### config.mk
export PLATFORM = sky130hd
export DESIGN_NAME = ps2_keyboard_port
export DESIGN_NICKNAME = d
export VERILOG_FILES = /design/src/logic/ps2_pkg.sv /design/src/logic/wb_pkg.sv /design/src/logic/ps2_rx.sv /design/src/logic/scan_fifo.sv /design/src/logic/ps2_wb_regs.sv /design/src/logic/ps2_keyboard_port.sv
export SDC_FILE = /design/constraint.sdc
export NUM_CORES = 1
export LEC_CHECK = 0
export ABC_AREA = 1
export BUFFER_PORTS_ARGS = -buffer_cell sky130_fd_sc_hd__clkbuf_2
export CAP_MARGIN = 20
export CORE_ASPECT_RATIO = 1.1
export CORE_UTILIZATION = 53
export CTS_CLUSTER_DIAMETER = 60
export DETAILED_ROUTE_END_ITERATION = 8
export PLACE_DENSITY_LB_ADDON = 0.12
export SETUP_SLACK_MARGIN = 0.15
export SYNTH_ARGS = -nofsm -noshare
export SYNTH_HDL_FRONTEND = slang
export SYNTH_SLANG_ARGS = --single-unit
export TNS_END_PERCENT = 100
### constraint.sdc
create_clock -name clk -period 2 [get_ports clk]
set_input_delay 0.3 -clock clk [delete_from_list [all_inputs] [get_ports clk]]
set_output_delay 0.3 -clock clk [all_outputs]
set_load 0.01 [all_outputs]
### src/logic/ps2_pkg.sv
// PS/2 frame layout shared by the receiver, the scan FIFO and the bus slave.
// Bit indices refer to the receiver shift register once a full frame is in.

`default_nettype none

package ps2_pkg;

   ////////////////////////////////////////////////////////////
   // Frame geometry.

   localparam int PS2_FRAME_BITS = 11;   // Start, 8 data, parity, stop.
   localparam int PS2_CODE_BITS  = 8;

   // Positions in the shift register, LSB first on the wire.
   localparam int PS2_START_IDX  = 0;
   localparam int PS2_CODE_LSB   = 1;
   localparam int PS2_CODE_MSB   = 8;
   localparam int PS2_PARITY_IDX = 9;    // Odd parity over the code.
   localparam int PS2_STOP_IDX   = 10;

   ////////////////////////////////////////////////////////////
   // One received frame as stored in the FIFO.

   typedef struct packed {
      logic                     frame_err;   // Short frame, stuck clock, bad start or stop.
      logic                     parity_err;  // Full frame with even parity.
      logic [PS2_CODE_BITS-1:0] code;        // Scan code byte.
   } ps2_frame_t;

endpackage

`default_nettype wire

### src/logic/wb_pkg.sv
// Wishbone classic request and response bundles plus the register map
// of the keyboard port. Addresses are word addresses.

`default_nettype none

package wb_pkg;

   localparam int WB_ADR_BITS = 4;
   localparam int WB_DAT_BITS = 16;

   // Master to slave.
   typedef struct packed {
      logic                   cyc;
      logic                   stb;
      logic                   we;
      logic [WB_ADR_BITS-1:0] adr;
      logic [WB_DAT_BITS-1:0] dat_w;
   } wb_req_t;

   // Slave to master.
   typedef struct packed {
      logic                   ack;
      logic [WB_DAT_BITS-1:0] dat_r;
   } wb_rsp_t;

   ////////////////////////////////////////////////////////////
   // Register map.

   localparam logic [WB_ADR_BITS-1:0] ADDR_DATA   = 4'd0;  // Read pops a frame.
   localparam logic [WB_ADR_BITS-1:0] ADDR_STATUS = 4'd1;

   localparam int DATA_VALID_BIT      = 15;
   localparam int DATA_FRAME_ERR_BIT  = 9;
   localparam int DATA_PARITY_ERR_BIT = 8;   // Code sits in 7:0.
   localparam int STAT_OVERFLOW_BIT   = 8;   // Count sits in 4:0.
   localparam int STAT_BUSY_BIT       = 9;

endpackage

`default_nettype wire

### src/logic/ps2_rx.sv
// PS/2 device-to-host receiver. Shifts in one 11-bit frame per event and
// reports it, checked, once the PS/2 clock has been quiet for one period.
// CLK_KHZ / PS2_KHZ sets the quiet timeout in system clocks.

`default_nettype none

module ps2_rx #(
   parameter int CLK_KHZ = 50000,   // System clock rate.
   parameter int PS2_KHZ = 10       // Nominal PS/2 clock rate.
) (
   input  logic                clk,
   input  logic                reset,
   input  logic                ps2_clk,      // Asynchronous.
   input  logic                ps2_data,     // Asynchronous.
   output logic                frame_valid,  // One-cycle strobe.
   output ps2_pkg::ps2_frame_t frame,
   output logic                busy
);

   import ps2_pkg::*;

   localparam int TIMEOUT    = CLK_KHZ / PS2_KHZ;        // Quiet period.
   localparam int TIMER_BITS = $clog2(TIMEOUT + 1);
   localparam int CNT_BITS   = $clog2(PS2_FRAME_BITS + 1);

   logic [1:0]                clk_sync;     // Two-flop synchronizers.
   logic [1:0]                data_sync;
   logic [3:0]                clk_hist;     // Oldest sample in bit 3.
   logic                      fall_edge;
   logic                      rise_edge;
   logic                      clk_level;
   logic [TIMER_BITS-1:0]     timer;        // Clocks since last edge.
   logic                      timeout;
   logic [CNT_BITS-1:0]       bit_cnt;
   logic [PS2_FRAME_BITS-1:0] shift;        // First bit ends up in bit 0.
   logic                      close;
   logic                      full_len;
   logic                      frame_err;
   logic                      parity_err;

   ////////////////////////////////////////////////////////////
   // Line synchronizers and edge detection.

   always_ff @(posedge clk) begin
      if (reset) begin
         clk_sync  <= 2'b11;    // Idle lines sit high.
         data_sync <= 2'b11;
         clk_hist  <= 4'b1111;
      end else begin
         clk_sync  <= {clk_sync[0], ps2_clk};
         data_sync <= {data_sync[0], ps2_data};
         clk_hist  <= {clk_hist[2:0], clk_sync[1]};
      end
   end

   // Two samples each side, so a single-sample glitch is ignored.
   assign fall_edge = clk_hist == 4'b1100;
   assign rise_edge = clk_hist == 4'b0011;
   assign clk_level = clk_hist[0];

   ////////////////////////////////////////////////////////////
   // Quiet timer, bit counter and shift register.

   always_ff @(posedge clk) begin
      if (reset) begin
         timer <= '0;
      end else if (fall_edge || rise_edge) begin
         timer <= '0;
      end else if (!timeout) begin
         timer <= timer + 1'b1;   // Saturates at the timeout.
      end
   end

   assign timeout = timer == TIMER_BITS'(TIMEOUT);

   // Close only frames that saw at least one falling edge.
   assign close = timeout && (bit_cnt != '0);

   always_ff @(posedge clk) begin
      if (reset) begin
         bit_cnt <= '0;
      end else if (close) begin
         bit_cnt <= fall_edge ? CNT_BITS'(1) : '0;   // Edge may start the next frame.
      end else if (fall_edge && (bit_cnt != '1)) begin
         bit_cnt <= bit_cnt + 1'b1;
      end
   end

   // Data is stable around the falling edge.
   always_ff @(posedge clk) begin
      if (fall_edge) begin
         shift <= {data_sync[1], shift[PS2_FRAME_BITS-1:1]};
      end
   end

   ////////////////////////////////////////////////////////////
   // Frame checks, valid only in the close cycle.

   // Full length with the clock released high.
   assign full_len = (bit_cnt == CNT_BITS'(PS2_FRAME_BITS)) && clk_level;

   assign frame_err = !full_len
                      || shift[PS2_START_IDX]      // Start must be low.
                      || !shift[PS2_STOP_IDX];     // Stop must be high.

   // Odd parity over code and parity bit.
   assign parity_err = full_len && !(^shift[PS2_PARITY_IDX:PS2_CODE_LSB]);

   always_ff @(posedge clk) begin
      if (reset) begin
         frame_valid <= 1'b0;
      end else begin
         frame_valid <= close;   // One cycle after close.
      end
   end

   always_ff @(posedge clk) begin
      if (close) begin
         frame.code       <= shift[PS2_CODE_MSB:PS2_CODE_LSB];
         frame.parity_err <= parity_err;
         frame.frame_err  <= frame_err;
      end
   end

   assign busy = bit_cnt != '0;   // Mid-frame.

endmodule

`default_nettype wire

### src/logic/scan_fifo.sv
// Ring buffer of received PS/2 frames between the receiver and the bus.
// Pushes while full are dropped and latch a sticky overflow flag.

`default_nettype none

module scan_fifo #(
   parameter int FIFO_DEPTH = 4   // Power of two, 16 at most.
) (
   input  logic                clk,
   input  logic                reset,
   input  logic                push,
   input  ps2_pkg::ps2_frame_t push_data,
   input  logic                pop,
   input  logic                clear_overflow,
   output ps2_pkg::ps2_frame_t head,        // Oldest entry.
   output logic [4:0]          count,
   output logic                overflow
);

   import ps2_pkg::*;

   localparam int PTR_BITS = $clog2(FIFO_DEPTH);

   ps2_frame_t          mem [FIFO_DEPTH];
   logic [PTR_BITS-1:0] wr_ptr;
   logic [PTR_BITS-1:0] rd_ptr;
   logic                full;
   logic                do_push;
   logic                do_pop;

   assign full    = count == 5'(FIFO_DEPTH);
   assign do_push = push && !full;
   assign do_pop  = pop && (count != '0);   // Empty pops ignored.

   // Storage.
   always_ff @(posedge clk) begin
      if (do_push) begin
         mem[wr_ptr] <= push_data;
      end
   end

   // Pointers wrap on their own, depth is a power of two.
   always_ff @(posedge clk) begin
      if (reset) begin
         wr_ptr <= '0;
         rd_ptr <= '0;
         count  <= '0;
      end else begin
         if (do_push) begin
            wr_ptr <= wr_ptr + 1'b1;
         end
         if (do_pop) begin
            rd_ptr <= rd_ptr + 1'b1;
         end
         count <= count + {4'b0, do_push} - {4'b0, do_pop};
      end
   end

   // Sticky until cleared; a new drop wins over a clear.
   always_ff @(posedge clk) begin
      if (reset) begin
         overflow <= 1'b0;
      end else if (push && full) begin
         overflow <= 1'b1;
      end else if (clear_overflow) begin
         overflow <= 1'b0;
      end
   end

   assign head = mem[rd_ptr];

endmodule

`default_nettype wire

### src/logic/ps2_wb_regs.sv
// Wishbone classic slave of the keyboard port. DATA reads pop the scan
// FIFO, STATUS shows count, overflow and receiver busy.
// Write STATUS with the overflow bit set to clear overflow.

`default_nettype none

module ps2_wb_regs (
   input  logic                clk,
   input  logic                reset,
   input  wb_pkg::wb_req_t     wb_req,
   output wb_pkg::wb_rsp_t     wb_rsp,
   input  ps2_pkg::ps2_frame_t head,
   input  logic [4:0]          count,
   input  logic                overflow,
   input  logic                busy,
   output logic                pop,             // Pulse in the ack cycle.
   output logic                clear_overflow   // Pulse in the ack cycle.
);

   import wb_pkg::*;

   logic                   req_hit;     // New request this cycle.
   logic                   not_empty;
   logic                   ack;
   logic [WB_DAT_BITS-1:0] rd_data;
   logic [WB_DAT_BITS-1:0] data_word;
   logic [WB_DAT_BITS-1:0] status_word;
   logic [WB_DAT_BITS-1:0] read_word;

   assign req_hit   = wb_req.cyc && wb_req.stb && !ack;   // One ack per request.
   assign not_empty = count != '0;

   ////////////////////////////////////////////////////////////
   // Read words.

   always_comb begin
      data_word = '0;   // Empty FIFO reads as zero.
      if (not_empty) begin
         data_word[DATA_VALID_BIT]      = 1'b1;
         data_word[DATA_FRAME_ERR_BIT]  = head.frame_err;
         data_word[DATA_PARITY_ERR_BIT] = head.parity_err;
         data_word[7:0]                 = head.code;
      end
   end

   always_comb begin
      status_word                    = '0;
      status_word[4:0]               = count;
      status_word[STAT_OVERFLOW_BIT] = overflow;
      status_word[STAT_BUSY_BIT]     = busy;
   end

   always_comb begin
      case (wb_req.adr)
         ADDR_DATA:   read_word = data_word;
         ADDR_STATUS: read_word = status_word;
         default:     read_word = '0;        // Unmapped.
      endcase
   end

   ////////////////////////////////////////////////////////////
   // Ack and side-effect pulses, all one cycle after the request.

   always_ff @(posedge clk) begin
      if (reset) begin
         ack            <= 1'b0;
         pop            <= 1'b0;
         clear_overflow <= 1'b0;
      end else begin
         ack            <= req_hit;
         pop            <= req_hit && !wb_req.we && (wb_req.adr == ADDR_DATA) && not_empty;
         clear_overflow <= req_hit && wb_req.we && (wb_req.adr == ADDR_STATUS)
                           && wb_req.dat_w[STAT_OVERFLOW_BIT];
      end
   end

   // Head captured before the pop moves it.
   always_ff @(posedge clk) begin
      if (req_hit) begin
         rd_data <= wb_req.we ? '0 : read_word;
      end
   end

   assign wb_rsp = '{ack: ack, dat_r: rd_data};

endmodule

`default_nettype wire

### src/logic/ps2_keyboard_port.sv
// PS/2 keyboard port top level. Receiver frames go into the scan FIFO,
// which a Wishbone master drains through the register slave.

`default_nettype none

module ps2_keyboard_port #(
   parameter int CLK_KHZ    = 50000,   // System clock rate.
   parameter int PS2_KHZ    = 10,      // PS/2 clock rate.
   parameter int FIFO_DEPTH = 4        // Power of two, 16 at most.
) (
   input  logic            clk,
   input  logic            reset,
   input  logic            ps2_clk,    // Asynchronous.
   input  logic            ps2_data,   // Asynchronous.
   input  wb_pkg::wb_req_t wb_req,
   output wb_pkg::wb_rsp_t wb_rsp
);

   import ps2_pkg::*;

   logic       frame_valid;
   ps2_frame_t frame;
   logic       busy;
   ps2_frame_t head;
   logic [4:0] count;
   logic       overflow;
   logic       pop;
   logic       clear_overflow;

   ////////////////////////////////////////////////////////////
   // Receiver, FIFO and bus slave.

   ps2_rx #(
      .CLK_KHZ (CLK_KHZ),
      .PS2_KHZ (PS2_KHZ)
   ) ps2_rx_inst (
      .clk         (clk),
      .reset       (reset),
      .ps2_clk     (ps2_clk),
      .ps2_data    (ps2_data),
      .frame_valid (frame_valid),
      .frame       (frame),
      .busy        (busy)
   );

   // No back-pressure, a full FIFO drops the frame.
   scan_fifo #(
      .FIFO_DEPTH (FIFO_DEPTH)
   ) scan_fifo_inst (
      .clk            (clk),
      .reset          (reset),
      .push           (frame_valid),
      .push_data      (frame),
      .pop            (pop),
      .clear_overflow (clear_overflow),
      .head           (head),
      .count          (count),
      .overflow       (overflow)
   );

   ps2_wb_regs ps2_wb_regs_inst (
      .clk            (clk),
      .reset          (reset),
      .wb_req         (wb_req),
      .wb_rsp         (wb_rsp),
      .head           (head),
      .count          (count),
      .overflow       (overflow),
      .busy           (busy),
      .pop            (pop),
      .clear_overflow (clear_overflow)
   );

endmodule

`default_nettype wire

# Yosys cells after proc, flatten, opt, wreduce, memory -nomap -nowiden
# Memories as Yosys holds them, arrays and structs flattened. A register that Yosys moved wholly into a read port is not among the register bits.
# Index checks and enable logic that the tools add are counted.
[totals]
regBits = 76
ram_bits = 40
in_bits = 27
out_inout_bits = 17
elab_cells = 75
n_memories = 1
[memory_table]
columns = ["name", "depth", "word_bits", "rd", "rd_ports_with_merged_regs", "write_ports", "line", "text"]
rows = [
  ["scan_fifo_inst.mem", 4, 10, 1, 1, 1, "scan_fifo.sv:24", "ps2_frame_t mem [FIFO_DEPTH];"],
]
[op_classes]
add_sub_neg = 6
eq_ne = 7
muxes = 12
n_reduce_logical = 31
[op_table]
columns = ["op", "count"]
rows = [
  ["16-bit case mux with 2 select lines", 1],
  ["1-bit logical AND", 15],
  ["13-bit by 1-bit adder with 13-bit output, second input constant", 1],
  ["13-bit == test, second input constant", 1],
  ["10-bit two-way mux", 1],
  ["9-bit parity", 1],
  ["4-bit == test, second input constant", 2],
  ["4-bit two-way mux", 2],
  ["1-bit zero test", 6],
  ["1-bit two-way mux", 6],
  ["5-bit by 1-bit adder with 5-bit output", 1],
  ["5-bit by 3-bit == test with 1-bit output, second input constant", 1],
  ["5-bit nonzero test", 1],
  ["5-bit by 1-bit subtractor with 5-bit output", 1],
  ["2-bit by 1-bit adder with 2-bit output, second input constant", 2],
  ["4-bit by 1-bit adder with 4-bit output, second input constant", 1],
  ["4-bit by 1-bit == test with 1-bit output, second input constant", 1],
  ["4-bit by 2-bit == test with 1-bit output, second input constant", 1],
  ["4-bit zero test", 1],
  ["2-bit two-way mux", 2],
  ["4-bit != test, second input constant", 1],
  ["2-bit nonzero test", 2],
  ["4-bit nonzero test", 1],
  ["1-bit logical OR", 3],
  ["2-bit OR reduction", 1],
]

# Depth between registers and ports, before layout
# Gate-level depths: netlist of run 1.
[logic_depth]
ltp_word = 5
depth_mapped = 14
ltp_nobuf = 14

# Modules after synthesis
# A second synthesis of run 1 with hierarchy kept.
[hier_totals]
cells_unflattened = 487
hier_area_um2 = 4927.2
[modules_own_cells]
columns = ["mod", "instances", "cells_each", "area_per_inst_um2", "seq_area_each_um2"]
rows = [
  ["scan_fifo", 1, 193, 2184.6, 1441.4],
  ["ps2_rx", 1, 222, 2015.7, 1151.1],
  ["ps2_wb_regs", 1, 72, 726.9, 390.4],
]

# Least setup slack after synthesis of run 1
# No wires, ideal clock.
[synth_timing]
path_kind = "register to register"
from = "reg scan_fifo_inst.count[3]"
to = "reg scan_fifo_inst.count[4]"
setup_time_ps = 129
t_arrival_ps = 2038
required_time_ps = 1871
path_slack_ps = -167
path_stages_with_launch = 15
path_buffers = 0
synth_period_minus_slack_ps = 2167
path_cell_list = "dfxtp_1 inv_1 ha_1 nand4_1 nand2_1 inv_1 ha_1 inv_1 ha_1 fa_1 nand2_1 inv_1 o21ai_0 and3_1 nor3_1"
[synth_via]
elab_cells_between_ends = 7
classes_between = "2 x add/sub; 1 x eq/ne; 4 x reduce/logical"
[synth_rtl]
columns = ["item", "line", "text"]
rows = [
  ["from (decl)", "scan_fifo.sv:16", "output logic [4:0] count,"],
  ["from (signal assigned)", "scan_fifo.sv:55", "count <= count + {4'b0, do_push} - {4'b0, do_pop};"],
  ["5-bit nonzero test", "scan_fifo.sv:33", "assign do_pop = pop && (count != '0);"],
  ["1-bit logical AND", "scan_fifo.sv:33", ""],
  ["net scan_fifo_inst.do_pop", "scan_fifo.sv:29", "logic do_pop;"],
  ["5-bit by 1-bit subtractor with 5-bit output", "scan_fifo.sv:55", ""],
]
# The timed path passes the listed nets, and every way through them passes these cells.
# A chain may end at the register's enable or synchronous reset.

# Worst setup path in the final report of run 1
# Same ends and word-level chain as after synthesis.

==> metrics.md, run 1 <==
| Metric | Value |
|---|---|
| Status | complete, but fails checks |
| Failing checks | setup timing |
| FP Rows | 35 |
| Clock sink total | 113 |
| Clock root buffer | clkbuf_8 |
| Clk_lat worst skew | between 0.5 and 0.6 ns |
| Post-DR vias/cell | roughly 5.0 |
| Seq cells post-synth | approximately 110 |
| Reg-to-reg startpoint | scan_fifo_inst.count[3]$_SDFF_PP0_ |
| Routed Antenna Nets | 0 |
| Place WS | -0.155 ns |
| Average wire per standard cell | between 10 and 15 µm |
| Clock Path Buffers | 2 |
| Initial DRT Pass Iterations | 4 |
| Die width | 92.2 µm |
| Worst endpoint data arrival time | ~2.7 ns |
| Final Max Slew Viols | 0 |
| Synthesis Warnings | 0 |
| CTS buffer count | 17 |
| Initial antenna violation count | 0 |
| Number of I/O pins | between 40 and 50 |
| GR Util met3 | under 10% |
| Met1 Track Usage GR | 23.2% |
| First-pass GRT wire length | between 10,000 and 15,000 µm |
| Min-delay worst type | input port to register |
| Pwr dens | roughly 890 nW/µm² |
| Largest net degree at the start of global routing | 21 |
| Avg Inst Size Synth | ~10 µm² |
| RSZ-0062 raised after global routing | true |
| Crit end category | register |
| HP Start | wb_req[8] |
| Setup crit start | scan_fifo_inst.count[3]$_SDFF_PP0_ |
| Switching Share | roughly 23% |
| Final worst setup slack | -0.252 ns |
| Area Growth Syn to Fin | 24.9% |
| Die Y | roughly 100 µm |
| GR peak layer | met2 |
| Clock Skew | 0.00574 ns |
| Routed via count | roughly 3,300 |
| Max_cap viols | 0 |
| Crit path capture | scan_fifo_inst.count[4]$_SDFF_PP0_ |
| Leakage | 2.29 nW |
| H-tree lvl count | 4 |
| Worst Path Max Fanout | 2 |
| Worst reg2reg setup slack | -0.25 ns |
| Diodes inserted | 0 |
| Die area | about 9300 µm² |
| Synthesized instance count | approximately 470 |
| Worst reg-to-reg path cell count | 14 |
| Finished Layout Cells | 658 |
| Final setup vio count | 2 |
| GRT Residual Overflow | 0 |
| Seq/Total Area, Yosys | 62.9% |
| Nets@finish | 576 |
| Total placed cells including tap cells | 613 |
| Logic pwr share | 1.7% |
| CTS tree | built |
| Flop pwr share | ~47% |
| Sw Pwr | about 1.2 mW |
| Fin. Hold Viols | 0 |
| Reg-to-reg critical path endpoint | scan_fifo_inst.count[4]$_SDFF_PP0_ |
| F_max | around 440 MHz |
| GRT Util Overall | ~20% |
| Clk pwr share | 51.0% |
| Initial DRC Count | 76 |
| DR DRC count | 0 |
| Slew at the pin closest to its max-slew limit | 0.836 ns |
| Initial core utilization | between 50% and 60% |
| M2 GR Usage | approximately a third |
| Internal power | around 4.1 mW |
| PortBufs | 23 |
| Share of post-route cells with drive strength above 1 | between 20% and 30% |
| Gpl congestion | roughly 0.8 |
| Post-Synthesis Cell Area | around 4700 µm² |
| Minimum clock period | around 2.3 ns |
| Core area | between 8000 and 9000 µm² |
| Worst slew margin relative to its limit | 44.1% |
| CTS clk-pin slew, worst paths | 0.06 ns |
| Fin crit share | 113% |
| CP Launch Type | register |
| WP data required | 2.40 ns |
| Total chip power | between 5 and 6 mW |
| Routed WL | 8570 µm |
| Vias in the first global route | around 3,000 |
| Distinct cells, synth | 29 |
| Worst VDD drop | 0.622 mV |
| Detailed placement HPWL | ~5400 µm |
| Critical path class | register to register |
-- flip-flops by register name, indices dropped and copies added (netlist names), named ones only --
name,cells
ps2_rx_inst.frame_valid,1
scan_fifo_inst.wr_ptr,2
ps2_wb_regs_inst.rd_data,11
ps2_wb_regs_inst.clear_overflow,1
ps2_rx_inst.bit_cnt,4
ps2_rx_inst.data_sync,2
ps2_rx_inst.timer,13
scan_fifo_inst.overflow,1
scan_fifo_inst.rd_ptr,2
ps2_rx_inst.shift,11
ps2_wb_regs_inst.ack,1
scan_fifo_inst.mem,40
ps2_rx_inst.clk_hist,4
ps2_wb_regs_inst.pop,1
ps2_rx_inst.frame,10
ps2_rx_inst.clk_sync,2
scan_fifo_inst.count,5
-- cell type report --
class                      instances  area, µm²
tap                              111        139
sequential                       113       2990
multi-input combinational        284       1600
clock inverter                    15        125
clock buffer                      17        414
timing repair buffer              58        420
fill                             633       2620
inverter                          60        238
-- worst min path at each step --
stage / endpoint / cells after the start
after detailed placement: ps2_rx_inst.shift[10]$_DFFE_PP_ / 0
after global placement: ps2_rx_inst.shift[10]$_DFFE_PP_ / 0
after CTS: ps2_wb_regs_inst.clear_overflow$_SDFF_PP0_ / 3
after global routing: ps2_wb_regs_inst.clear_overflow$_SDFF_PP0_ / 3
final: ps2_wb_regs_inst.clear_overflow$_SDFF_PP0_ / 3
after floorplan: ps2_rx_inst.shift[10]$_DFFE_PP_ / 0
-- layer usage --
layer | part of all wire [%] | vias up
met2 | 51 | 68
li1 | - | 1677
met1 | 42 | 1522
met3 | 5.0 | 16
met5 | 0 | -
met4 | 2.2 | 0
-- Yosys cell counts --
library cell / instances / area, µm²
nand2_1: 71 / 267
nor2_1: 66 / 248
and3_1: 1 / 6.26
buf_2: 3 / 15.0
nand3b_1: 1 / 7.51
dfxtp_1: 41 / 821
nor2_4: 1 / 11.3
fa_1: 1 / 20.0
xor2_1: 5 / 43.8
o21ai_0: 35 / 175
nand3_2: 1 / 10.0
edfxtp_1: 72 / 2160
inv_1: 60 / 225
conb_1: 1 / 3.75
nand2_2: 4 / 25.0
nand4_1: 6 / 37.5
nor2_2: 4 / 25.0
a21oi_1: 27 / 135
nor3_1: 4 / 20.0
nor3_4: 1 / 16.3
nand3_1: 18 / 90.1
buf_4: 6 / 45.0
nor3_2: 1 / 10.0
clkbuf_1: 6 / 22.5
o21ai_1: 1 / 5.00
a22oi_1: 7 / 52.6
xnor2_1: 2 / 17.5
or2_2: 8 / 50.1
ha_1: 14 / 175
-- power by group through the flow --
stage                     sequential, mW  clock [mW]  combinational (mW)
final                               2.48        2.68              0.0873
after global routing                2.49        2.82              0.0989
after CTS                           2.48        2.72              0.0868
after detailed placement            2.53           0              0.0819
after global placement              2.53           0              0.0807
after floorplan                     2.53           0              0.0522
-- cells by family after synthesis --
family                   share of synthesized area, %
other                                          0.0791
AND/OR/NAND/NOR                                  17.4
AO/OA/AOI/OAI                                    7.76
buffers and inverters                            6.49
adder cells (fa/ha/maj)                          4.12
XOR/XNOR                                         1.29
flip-flops                                       62.9
-- metrics by stage --
stage	TNS [ns]	instance area (µm²)	util, %	hold WS [ns]
final	-0.281	5920	69.4	0.0264
after global routing	-1.15	5920	69.4	0.0258
after CTS	-0.0978	5790	67.8	0.00882
after detailed placement	-0.155	5100	59.7	0.395
after global placement	-0.130	5100	59.7	0.389
after floorplan	-0.0611	4760	-	0.386
-- repair_timing --
action                                  CTS  global route
buffers inserted                          8             3
hold buffers                              2             0
pin swaps                                17            17
endpoints found under the setup margin    3            15
resized for setup                        24            29
hold endpoints to repair                  2             0
-- critical path: stages (launching register included) --
cell and delay (ns):
dfxtp_2 0.32, inv_2 0.07, ha_4 0.13, nand4_1 0.10, nand2_1 0.13, inv_2 0.06
ha_4 0.25, inv_2 0.04, ha_4 0.15, fa_2 0.39, nand2_2 0.07, inv_2 0.04
o21ai_2 0.14, and3_1 0.19, nor3_2 0.05
-- placed cells by master, fill, tap and decap left out, types with 3 or more instances in the layout --
| cell | synthesis | routed |
|---|---|---|
| a22oi_2 | 0 | 7 |
| nor3_1 | 4 | 3 |
| buf_4 | 6 | 23 |
| dfxtp_1 | 41 | 39 |
| a21oi_1 | 27 | 24 |
| nor2_1 | 66 | 61 |
| inv_6 | 0 | 6 |
| nand3_1 | 18 | 18 |
| clkinv_4 | 0 | 3 |
| conb_1 | 1 | 5 |
| nand2_2 | 4 | 7 |
| xor2_1 | 5 | 5 |
| clkinvlp_4 | 0 | 4 |
| nor2_2 | 4 | 8 |
| ha_4 | 0 | 3 |
| nand4_1 | 6 | 6 |
| ha_1 | 14 | 11 |
| clkbuf_2 | 0 | 23 |
| or2_2 | 8 | 8 |
| a21oi_2 | 0 | 3 |
| o21ai_0 | 35 | 33 |
| inv_2 | 0 | 7 |
| nand2_1 | 71 | 67 |
| buf_6 | 0 | 10 |
| edfxtp_1 | 72 | 72 |
| clkbuf_16 | 0 | 16 |
| inv_1 | 60 | 52 |
(Power assumes the default switching activity.)
==> run 2, diff against run 1 <==
--- a/config.mk
+++ b/config.mk
@@ -13,7 +13,9 @@
 export CTS_CLUSTER_DIAMETER = 60
 export DETAILED_ROUTE_END_ITERATION = 8
 export PLACE_DENSITY_LB_ADDON = 0.12
+export REMOVE_ABC_BUFFERS = 1
 export SETUP_SLACK_MARGIN = 0.15
+export SLEW_MARGIN = 30
 export SYNTH_ARGS = -nofsm -noshare
 export SYNTH_HDL_FRONTEND = slang
 export SYNTH_SLANG_ARGS = --single-unit
==> run 2 against run 1 <==
Effect of this change: the run still ends with setup timing left; critical path depth did not move; combinational power grew 0.5%; routed wire length is 4.5% higher; sequential share of layout area shrank 0.99 points; power increased by 3.3%; first-iteration DRC count rose by 74%; die area unchanged; largest power group unchanged.
==> metrics.md, run 2 (synthesized netlist as in run 1, its figures left out) <==
| Metric | Value |
|---|---|
| PortBufs | 23 (unchanged) |
| Fin crit share | 109% (-4.0 points) |
| Cell mode on critical path | inv_2 |
| Total placed cells including tap cells | 614 (+0.16%) |
| Crit path cell chain | inv_2 > ha_4 > nand4_1 > nand2_1 > inv_1 > ha_1 > inv_2 > ha_4 > fa_2 > nand2_1 > inv_2 > o21ai_2 > a21oi_1 > nor3_1 |
| Hold WS | 0.0654 ns (+0.0390 ns) |
| Clock root buffer | clkbuf_8 |
| Slew at the pin closest to its max-slew limit | 0.757 ns (-0.0786 ns) |
| DR DRC count | 0 (unchanged) |
| Finished Layout Cells | 668 (+1.5%) |
| Min-delay worst type | input port to register |
| Leakage | 2.36 nW (+2.7%) |
| Max_cap viols | 0 (unchanged) |
| Total chip power | 5.43 mW (+3.3%) |
| Core area | 8540 µm² (unchanged) |
| Number of I/O pins | 44 (unchanged) |
| Routed Antenna Nets | 0 (unchanged) |
| RSZ-0062 raised after global routing | true |
| Failing checks | setup timing |
| Worst endpoint data arrival time | 2.59 ns (-0.06 ns) |
| WHS Path Cells | 3 (unchanged) |
| Die Y | 101 µm (unchanged) |
| Area Growth Syn to Fin | 27.4% |
| HP Start | wb_req[8] |
| FP Rows | 35 (unchanged) |
| Post-DR vias/cell | 4.92 (-1.3%) |
| GRT Residual Overflow | 0 (unchanged) |
| CTS tree | built |
| Routed WL | 8950 µm (+4.5%) |
| Fin. Hold Viols | 0 (unchanged) |
| Worst reg2reg setup slack | -0.17 ns (+0.08 ns) |
| Largest net degree at the start of global routing | 21 (unchanged) |
| Flip-flop count of the largest register after layout | 40 (unchanged) |
| Worst reg-to-reg path cell count | 14 (unchanged) |
| Reg-to-reg critical path endpoint | scan_fifo_inst.count[4]$_SDFF_PP0_ |
| Hold Crit Endpoint | ps2_wb_regs_inst.clear_overflow$_SDFF_PP0_ |
| H-tree lvl count | 4 (unchanged) |
| Initial DRT Pass Iterations | 4 (unchanged) |
| Fill cells | 635 (+0.32%) |
| Place WS | -0.301 ns (-0.146 ns) |
| CP max stage cell | fa_2 |
| Diodes inserted | 0 (unchanged) |
| Nets@finish | 586 (+1.7%) |
| GRT Util Overall | 20.5% (+0.82 points) |
| Vias in the first global route | 3,239 (+7.2%) |
| Clock Path Buffers | 2 (unchanged) |
| Average wire per standard cell | 13.4 µm (+2.9%) |
| Detailed placement HPWL | 5680 µm (+4.3%) |
| Clock sink total | 113 (unchanged) |
| Reg-to-reg startpoint | scan_fifo_inst.count[2]$_SDFF_PP0_ |
| Most frequent cells in the layout | edfxtp_1, nand2_1, nor2_1, inv_1, dfxtp_1 |
| Pwr dens | 898 nW/µm² (+1.3%) |
| First-pass GRT wire length | 14,500 µm (+5.6%) |
| Status | complete, but fails checks |
| CTS clk-pin slew, worst paths | 0.06 ns (about the same) |
| Crit end category | register |
| Worst VDD drop | 0.706 mV (+14%) |
| Die area | 9330 µm² (unchanged) |
| WP data required | 2.42 ns (+0.02 ns) |
| Minimum clock period | 2.17 ns (-0.0798 ns) |
| CP Launch Type | register |
| Final worst setup slack | -0.173 ns (+0.0798 ns) |
| Commonest non-fill, non-tap cell in the layout | edfxtp_1 |
| Clock Skew | 0.00880 ns (+0.00305 ns) |
| Clk_lat worst skew | 0.51 ns (about the same) |
| Critical path class | register to register |
| Routed via count | 3,289 (+0.18%) |
| Gpl congestion | 0.797 (-0.40%) |
| Final Max Slew Viols | 0 (unchanged) |
| Final setup vio count | 4 (+2) |
| F_max | 460 MHz (+3.7%) |
| Initial DRC Count | 132 (+74%) |
| Worst slew margin relative to its limit | 49.3% (+5.3 points) |
| Die width | 92.2 µm (unchanged) |
| Largest registers | scan_fifo_inst.mem: 40 flops, ps2_rx_inst.timer: 13 flops |
| Share of post-route cells with drive strength above 1 | 26.6% (+0.43 points) |
| Crit-path max cell delay | 0.34 ns (-0.05 ns) |
| CTS buffer count | 17 (unchanged) |
| Initial core utilization | 55.5% (unchanged) |
| Worst Path Max Fanout | 2 (unchanged) |
| Util after Layout | 70.8% (+1.4 points) |
| Biggest register | scan_fifo_inst.mem |
| Initial antenna violation count | 0 (unchanged) |
run 2: changes by cell type in the layout (fill, tap and decap cells not counted), moves of 2 or more:
cell | before | now
nor2_2 | 8 | 5
buf_4 | 23 | 27
bufinv_16 | 0 | 2
inv_6 | 6 | 1
buf_6 | 10 | 16
inv_2 | 7 | 5
nor2_1 | 61 | 63
inv_1 | 52 | 54
run 2: worst max path at each step:
stage / start / to / slack, ns / depth (start not counted)
after floorplan: scan_fifo_inst.count[3]$_SDFF_PP0_ / scan_fifo_inst.count[4]$_SDFF_PP0_ / -0.15 / 14
after global placement: scan_fifo_inst.count[2]$_SDFF_PP0_ / scan_fifo_inst.count[4]$_SDFF_PP0_ / -0.24 / 14
after detailed placement: scan_fifo_inst.count[3]$_SDFF_PP0_ / scan_fifo_inst.count[4]$_SDFF_PP0_ / -0.30 / 14
after CTS: scan_fifo_inst.count[2]$_SDFF_PP0_ / scan_fifo_inst.count[4]$_SDFF_PP0_ / -0.12 / 14
after global routing: scan_fifo_inst.count[2]$_SDFF_PP0_ / scan_fifo_inst.count[4]$_SDFF_PP0_ / -0.32 / 14
final: scan_fifo_inst.count[2]$_SDFF_PP0_ / scan_fifo_inst.count[4]$_SDFF_PP0_ / -0.17 / 14
run 2: critical path, delay by kind of cell (launching register included):
family | cells | cell delay [ns]
and+or+nand+nor | 4 | 0.42
buffers and inverters | 4 | 0.22
AOI/OAI and AO/OA | 2 | 0.23
adders and majority gates | 4 | 0.89
DFF | 1 | 0.32
run 2: routing by layer:
metal / vias up / GRT usage (%) / wire length [µm]
met5: - / 0 / 0
met4: 0 / 11.1 / 158
met3: 14 / 5.71 / 370
met2: 83 / 35.6 / 4600
met1: 1497 / 23.0 / 3820
li1: 1695 / - / -
run 2: metrics by stage:
step	setup TNS, ns	instance area, µm²
floorplan	-0.155	4670
global placement	-0.244	5100
detailed placement	-0.304	5100
CTS	-0.198	5870
global route	-1.27	6040
finish	-0.375	6040
run 2: power by group:
| group | switching (mW) | internal, mW |
|---|---|---|
| Sequential | 0.00952 | 2.47 |
| Combinational | 0.0537 | 0.0340 |
| Clock | 1.08 | 1.78 |
| Total | 1.14 | 4.29 |
run 2: cell type report:
type | instances | area (µm²) | share of cell area [%]
clock buffer | 17 | 414 | 6.85
clock inverter | 15 | 161 | 2.67
inverter | 60 | 233 | 3.85
multi-input combinational | 284 | 1590 | 26.4
sequential | 113 | 2990 | 49.4
tap | 111 | 139 | 2.30
timing repair buffer | 68 | 518 | 8.57
run 2: what timing repair did:
action                                  4_1_cts  5_1_grt
pin swaps                                     5       16
setup buffers                                14        6
gates resized for setup                      25       34
endpoints found under the hold margin         2        0
hold buffers                                  2        0
endpoints found under the setup margin        3       18
